===== src/rtl/rf_read_pkg.sv =====
// ~~~~~~~~~~~~~~~~~~~~
// Shared types and sizes for the integer register-read stage.
// Import inside each module body that needs the micro-op or writeback types.
// ~~~~~~~~~~~~~~~~~~~~

`default_nettype none

package rf_read_pkg;

  // ~~~~~~~~~~~~~~~~~~~~
  // Sizes
  // ~~~~~~~~~~~~~~~~~~~~

  localparam int prf_ways_default = 2;   // Parallel read/write ways
  localparam int prf_size_default = 64;  // Physical integer registers

  // Index width follows the default register count
  localparam int prf_index_bits = $clog2(prf_size_default);

  localparam int xlen     = 32;  // Data word
  localparam int tag_bits = 8;   // Opaque micro-op identifier

  // ~~~~~~~~~~~~~~~~~~~~
  // Operand source
  // ~~~~~~~~~~~~~~~~~~~~

  // Codes 6 and 7 are unused
  typedef enum logic [2:0] {
    rs_invalid   = 3'd0,
    rs_from_rf   = 3'd1,  // Physical register file
    rs_from_imm  = 3'd2,  // Decoded immediate
    rs_from_zero = 3'd3,
    rs_from_pc   = 3'd4,
    rs_from_npc  = 3'd5   // Next PC, for link values
  } rs_source_t;

  // ~~~~~~~~~~~~~~~~~~~~
  // Micro-op
  // ~~~~~~~~~~~~~~~~~~~~

  typedef struct packed {
    logic                      valid;
    rs_source_t                rs1_source;
    rs_source_t                rs2_source;
    logic [prf_index_bits-1:0] prf_rs1_index;
    logic [prf_index_bits-1:0] prf_rs2_index;
    logic [prf_index_bits-1:0] prf_rd_index;  // Destination, used by execute
    logic [xlen-1:0]           imm;
    logic [xlen-1:0]           pc;
    logic [xlen-1:0]           npc;
    logic [tag_bits-1:0]       tag;           // Passed through untouched
  } micro_op_t;

  // ~~~~~~~~~~~~~~~~~~~~
  // Writeback port
  // ~~~~~~~~~~~~~~~~~~~~

  // One per way, strobed for a single cycle
  typedef struct packed {
    logic                      en;
    logic [prf_index_bits-1:0] index;
    logic [xlen-1:0]           data;
  } prf_write_t;

endpackage

`default_nettype wire


===== src/rtl/operand_select.sv =====
// ~~~~~~~~~~~~~~~~~~~~
// Operand selection for each way. Steers register indices to storage and
// picks each operand from the register word or the micro-op's own fields.
// ~~~~~~~~~~~~~~~~~~~~

`timescale 1ns/1ps
`default_nettype none

module operand_select #(
  parameter int prf_ways = rf_read_pkg::prf_ways_default
) (
  input  wire  rf_read_pkg::micro_op_t [prf_ways-1:0]          uop_in,
  input  wire  [prf_ways-1:0][rf_read_pkg::xlen-1:0]           rs1_raw,
  input  wire  [prf_ways-1:0][rf_read_pkg::xlen-1:0]           rs2_raw,
  output logic [prf_ways-1:0][rf_read_pkg::prf_index_bits-1:0] rs1_index,
  output logic [prf_ways-1:0][rf_read_pkg::prf_index_bits-1:0] rs2_index,
  output logic [prf_ways-1:0][rf_read_pkg::xlen-1:0]           rs1_operand,
  output logic [prf_ways-1:0][rf_read_pkg::xlen-1:0]           rs2_operand
);

  import rf_read_pkg::*;

  // Non-register sources park the read port on index zero
  function automatic logic [prf_index_bits-1:0] pick_index(
    input rs_source_t                source,
    input logic [prf_index_bits-1:0] field
  );
    return (source == rs_from_rf) ? field : '0;
  endfunction

  function automatic logic [xlen-1:0] pick_operand(
    input micro_op_t       uop,
    input rs_source_t      source,
    input logic [xlen-1:0] raw
  );
    logic [xlen-1:0] value;
    case (source)
      rs_from_rf:   value = raw;
      rs_from_imm:  value = uop.imm;
      rs_from_pc:   value = uop.pc;
      rs_from_npc:  value = uop.npc;
      rs_from_zero: value = '0;
      rs_invalid:   value = '0;
      default:      value = '0;  // Unused codes
    endcase
    return value;
  endfunction

  always_comb begin
    for (int i = 0; i < prf_ways; i++) begin
      rs1_index[i]   = pick_index(uop_in[i].rs1_source, uop_in[i].prf_rs1_index);
      rs2_index[i]   = pick_index(uop_in[i].rs2_source, uop_in[i].prf_rs2_index);
      rs1_operand[i] = pick_operand(uop_in[i], uop_in[i].rs1_source, rs1_raw[i]);
      rs2_operand[i] = pick_operand(uop_in[i], uop_in[i].rs2_source, rs2_raw[i]);
    end
  end

  // Decode upstream must only emit defined source codes
  always_comb begin
    for (int i = 0; i < prf_ways; i++) begin
      if (uop_in[i].valid) begin
        assert (uop_in[i].rs1_source inside {rs_invalid, rs_from_rf, rs_from_imm,
                                             rs_from_zero, rs_from_pc, rs_from_npc})
          else $error("way %0d rs1_source code %0d undefined", i, uop_in[i].rs1_source);
        assert (uop_in[i].rs2_source inside {rs_invalid, rs_from_rf, rs_from_imm,
                                             rs_from_zero, rs_from_pc, rs_from_npc})
          else $error("way %0d rs2_source code %0d undefined", i, uop_in[i].rs2_source);
      end
    end
  end

endmodule

`default_nettype wire


===== config.mk =====
export PLATFORM = sky130hd
export DESIGN_NAME = operand_select
export DESIGN_NICKNAME = d
export VERILOG_FILES = /design/src/rtl/rf_read_pkg.sv /design/src/rtl/operand_select.sv
export SDC_FILE = /design/constraint.sdc
export NUM_CORES = 1
export LEC_CHECK = 0
export BUFFER_PORTS_ARGS = -buffer_cell sky130_fd_sc_hd__buf_2
export CAP_MARGIN = 20
export CELL_PAD_IN_SITES_DETAIL_PLACEMENT = 0
export CELL_PAD_IN_SITES_GLOBAL_PLACEMENT = 1
export CORE_AREA = 2 2 211 213
export DETAILED_ROUTE_END_ITERATION = 6
export DIE_AREA = 0 0 213 215
export GPL_TIMING_DRIVEN = 0
export PLACE_DENSITY = 0.46
export REMOVE_ABC_BUFFERS = 1
export SYNTH_ARGS = -nofsm -noshare
export SYNTH_HDL_FRONTEND = slang
export SYNTH_SLANG_ARGS = --single-unit
export TNS_END_PERCENT = 100

===== constraint.sdc =====
create_clock -name vclk -period 1.54
set_clock_uncertainty 0.05 [all_clocks]
set_input_delay 0.231 -clock vclk [all_inputs]
set_output_delay 0.231 -clock vclk [all_outputs]
set_load 0.005 [all_outputs]

-- Word level (Yosys, flattened, before mapping)
Cells that the tools add are included.
- register bits: 0
- latch bits: 0
- RAM bits: 0
- bits in read-only memories: 0
- input bits: 386
- memories: 0
- add/subtract/negate cells: 0
- multipliers: 0
- divide/modulo/power cells: 0
- order comparisons: 0
- equal/unequal tests: 16
- shifts and indexed selects: 0
- mux-type cells: 8
- bitwise logic cells: 0
- reductions and logical operators: 0
- operators by type and width (kind ; count):
    $pmux 32 s4 ; 4
    $eq 3x3->1 const B ; 8
    $mux 6 ; 4
    $eq 3x1->1 const B ; 4
    $eq 3x2->1 const B ; 4

-- Depth between registers and ports, before layout
Gate-level depths: netlist of the first run.
- depth after elaboration: 2
- gate-level depth with buffers: 5
- depth with buffers taken out: 2

-- Worst setup path after synthesis of the first run
No wires, ideal clock.
- path kind: input to output
- from: input uop_in[251] (netlist name)
- to: output rs2_operand[53] (netlist name)
- arrival: 1.080 ns
- slack: 0.179 ns
- stages: 4
- path buffers: 2
- cell sequence: buf_6 buf_6 mux2_1 a211o_1
- RTL lines (what ; line ; source):
    start: declaration ; operand_select.sv:12 ; input wire rf_read_pkg::micro_op_t [prf_ways-1:0] uop_in,
    end: declaration ; operand_select.sv:18 ; output logic [prf_ways-1:0][rf_read_pkg::xlen-1:0] rs2_operand

==> results of run 1 <==
[cell families (layout without fill, tap and decap cells)]
| family | after synthesis | in the layout | share of synthesized area, % |
|---|---|---|---|
| simple gates | 290 | 296 | 46.6 |
| mux | 128 | 128 | 24.1 |
| other cells | 0 | 4 | 0 |
| compound gates | 128 | 128 | 19.9 |
| buf+inv | 106 | 617 | 9.37 |
[what timing repair did]
item                                    in CTS  in global routing
pin swaps                                   31                 29
resized for setup                          143                 71
endpoints found under the setup margin     152                119
cloned                                      45                 19
setup buffers                               42                  4
[where the power goes]
group          internal (mW)  switching, mW
clock network    0.000000350              0
logic                   1.91           1.54
registers                  0              0
total                   1.91           1.54
[placed cells by master, fill, tap and decap left out, drive strengths merged, types with 14 or more instances in the layout]
cell / instances
buf: 586
and4bb: 71
nand2: 64
mux2i: 64
o221ai: 64
mux2: 64
a211o: 62
nor4bb: 55
or4bb: 46
and3: 18
nand4bb: 18
clkbuf: 17
bufbuf: 14
[metal layers]
metal	GRT usage, %	part of all wire (%)
met5	0	0.11
met4	8.11	5.4
met3	4.15	7.9
met2	34.7	50
met1	21.3	37
[critical path, delay by kind of cell]
kind                   cells  cell delay [ns]
AOI/OAI and AO/OA          1             0.28
buffers and inverters      5             0.70
and+or+nand+nor            1             0.15
[per-stage QoR]
stage	TNS (ns)	hold slack (ns)
after floorplan	-10.62	0.522
after global placement	-280.98	0.684
after detailed placement	-119.36	0.682
after CTS	-2.91	0.685
after global routing	-4.74	0.704
final	-2.62	0.682
[worst paths after layout]
| check | startpoint | endpoint | slack, ns | depth (start not counted) |
|---|---|---|---|---|
| min | uop_in[115] | rs2_index[5] | 0.68 | 3 |
| max | uop_in[253] | rs2_operand[39] | -0.1 | 7 |
[cell type report]
class	count	area, sq um	share of cell area [%]
diodes	4	10.0	0.0855
multi-input cells	552	5770	49.2
well taps	592	741	6.32
repair buffers	617	5190	44.4
==> out/results.tsv, run 1 <==
metric	value	unit
outcome	finished, violations left	
failing checks	negative setup slack	
vias in the first global route	8880	
die area	45800	sq um
all-layer global routing usage	19.1	%
worst path required time	1.26	ns
worst-path fanout max	7	
Die X-Extent	213	um
share of cells above drive strength 1	69.1	%
first-pass GRT wire length	64200	um
relative slew slack	74.3	%
Die Ht	215	um
crit end category	output port	
worst path cell trace	buf_16 -> buf_12 -> nor2b_4 -> buf_6 -> buf_12 -> a211o_1 -> buf_2	
slowest CP cell	a211o_1	
hold_buf cts	0	
Antenna Nets Post-Route	0	
Layout Cells excl Fill	1765	
via count	8603	
# fillers	4747	
Seq/Total Area, Yosys	0	%
CP startpoint kind	input port	
DR iter-0 viols	407	
final worst path period share	106	%
synthesized cell area	5640	sq um
Worst Tran Pin Value	0.386	ns
clkbuf count	0	
Hold/Removal Path Class	input port to output port	
# IOs	538	
row cnt	77	
initial core utilization	12.9	%
Synth warnings	0	
Critical Path Max Stage Delay	0.28	ns
fmax	0.610	GHz
Finish-stage setup viols	59	
endpoints failing hold	0	
nets	1557	
sequential standard cell area	0	sq um
P_leak	6.00	nW
PortBufs	508	
Residual DRC	0	
most numerous cell in the Yosys netlist	and4bb_2	
Detailed Place HPWL	26600	um
pre-CTS setup slack	-1.07	ns
minimum clock period	1.64	ns
largest cells by area after synthesis	and4bb_2 15%, mux2i_1 11%, o221ai_1 9.9%	
CP Class	input port to output port	
largest net degree at the start of global routing	66	
first-pass iteration count of the detailed router	4	
top cells by count, synth	69 x and4bb_2, 64 x mux2i_1, 64 x nand2_1, 64 x o221ai_1, 62 x a211o_1	
Mapped Cells	652	
final core utilization	26.8	%
Avg Inst Size Synth	8.65	sq um
power density cells	294	nW/um^2
final instance area	11700	sq um
Peak VDD IR	0.203	mV
WP data arrival	1.36	ns
DR vias/cell	4.87	
maxcap violations	0	
DP Cell Count	1655	
RSZ-0062 raised after global routing	true	
core area	43600	sq um
Yosys cell types	26	
area share of the largest cell type after synthesis	15.3	%
most area-hungry cell type in the Yosys netlist	and4bb_2	
Slew Viols, Final	0	
Placement Cell Area	8620	sq um
setup ws final	-0.0996	ns
post-route total power	3.44	mW
drt total wl	50900	um
cell mode on critical path	buf_12	
initial antenna violation count	12	
seq_cells	0	
P&R area growth vs syn	108	%
GRT overflow	0	
RD Place Congestion	0.780	
DR WL/cell	28.8	um
Power figures use the tool's default switching activity.
==> run 2, diff against run 1 <==
- SKIP_LAST_GASP: default -> 1
==> out/results.tsv, run 2 (synthesized netlist as in run 1, its figures left out) <==
metric	value	unit	change
outcome	finished, violations left		unchanged
clkbuf count	0		unchanged
nets	1555		was 1557
Layout Cells excl Fill	1763		was 1765
Critical Path Max Stage Delay	0.28	ns	about the same
cell mode on critical path	buf_12		unchanged
vias in the first global route	8887		was 8880
Detailed Place HPWL	26600	um	unchanged
all-layer global routing usage	19.1	%	about the same
final worst path period share	107	%	was 106%
via count	8599		was 8603
final instance area	11700	sq um	about the same
Residual DRC	0		unchanged
minimum clock period	1.64	ns	about the same
sequential standard cell area	0	sq um	unchanged
slowest CP cell	a211o_1		unchanged
power density cells	293	nW/um^2	was 294 nW/um^2
Finish-stage setup viols	56		was 59
worst path required time	1.26	ns	about the same
final core utilization	26.7	%	was 26.8%
first-pass iteration count of the detailed router	5		was 4
Worst Tran Pin Value	0.364	ns	was 0.386 ns
DR vias/cell	4.88		was 4.87
Hold/Removal Path Class	input port to output port		unchanged
relative slew slack	75.7	%	was 74.3%
P_leak	5.98	nW	was 6.00 nW
Die Ht	215	um	unchanged
RSZ-0062 raised after global routing	true		unchanged
Placement Cell Area	8620	sq um	unchanged
initial antenna violation count	13		was 12
# IOs	538		unchanged
CP startpoint kind	input port		unchanged
share of cells above drive strength 1	68.8	%	was 69.1%
failing checks	negative setup slack		unchanged
seq_cells	0		unchanged
CP Launch Point	uop_in[253]		unchanged
core area	43600	sq um	unchanged
drt total wl	50400	um	was 50900 um
P&R area growth vs syn	107	%	was 108%
hold wc startpoint	uop_in[115]		unchanged
met1 GRT Util	20.9	%	was 21.3%
maxcap violations	0		unchanged
worst-path fanout max	7		unchanged
M3 GR Usage	4.44	%	was 4.15%
pre-CTS setup slack	-1.07	ns	unchanged
worst path cell trace	buf_16 -> buf_12 -> nor2b_4 -> buf_6 -> buf_12 -> a211o_1 -> buf_2		unchanged
DR WL/cell	28.6	um	was 28.8 um
setup ws final	-0.104	ns	was -0.0996 ns
global routing's busiest layer	met2		unchanged
PortBufs	508		unchanged
crit end category	output port		unchanged
DP Cell Count	1655		unchanged
WP data arrival	1.36	ns	about the same
die area	45800	sq um	unchanged
row cnt	77		unchanged
commonest non-fill, non-tap cell in the layout	buf_2		unchanged
Peak VDD IR	0.204	mV	was 0.203 mV
RD Place Congestion	0.780		unchanged
initial core utilization	12.9	%	unchanged
endpoints failing hold	0		unchanged
most frequent cells in the layout	487 x buf_2, 69 x and4bb_2, 64 x nand2_1		unchanged
first-pass GRT wire length	64100	um	was 64200 um
CP Class	input port to output port		unchanged
Slew Viols, Final	0		unchanged
Antenna Nets Post-Route	0		unchanged
DR iter-0 viols	441		was 407
met2 Use GR	34.3	%	was 34.7%
fmax	0.608	GHz	was 0.610 GHz
Die X-Extent	213	um	unchanged
GRT overflow	0		unchanged
largest net degree at the start of global routing	66		unchanged
run 2: worst max-delay path, delay by kind of cell:
kind,cells,cell delay (ns)
compound gates,1,0.28
simple gates,1,0.15
buf+inv,5,0.70
run 2: where the power goes:
group	switching [mW]	total (mW)	leakage [nW]	internal (mW)
clock	0	0.000000350	0.0000254	0.000000350
sequential	0	0	0	0
combinational	1.53	3.42	5.98	1.90
total	1.53	3.42	5.98	1.90
run 2: cell type report:
cell class	count	area, sq um
Antenna cell	4	10.0
Multi-Input combinational cell	552	5760
Tap cell	592	741
Timing Repair Buffer	615	5160
Fill cell	4744	32000
run 2: routing by layer:
metal	part of all wire [%]	wire (um)	vias up
li1	-	-	3800
met1	37	18800	4220
met2	50	25000	456
met3	7.5	3790	111
met4	5.3	2660	12
met5	0.16	82	-
run 2: path summary, 6_finish.rpt:
path	end	depth (start not counted)	slack, ns
worst max-delay path	rs2_operand[39]	7	-0.10
worst min-delay path	rs2_index[5]	3	0.68
run 2: per-stage QoR:
step | power (mW) | hold slack (ns) | setup TNS, ns
global route | 3.60 | 0.704 | -4.26
floorplan | 0.852 | 0.522 | -10.62
global placement | 2.20 | 0.684 | -280.98
detailed placement | 2.24 | 0.682 | -119.36
CTS | 3.13 | 0.685 | -3.18
finish | 3.42 | 0.682 | -2.51
run 2: repair_timing:
action,CTS,global route
resized for setup,133,78
gates cloned,45,17
hold buffers,0,0
pin swaps,26,31
setup buffers,42,4
setup endpoints to repair,152,122
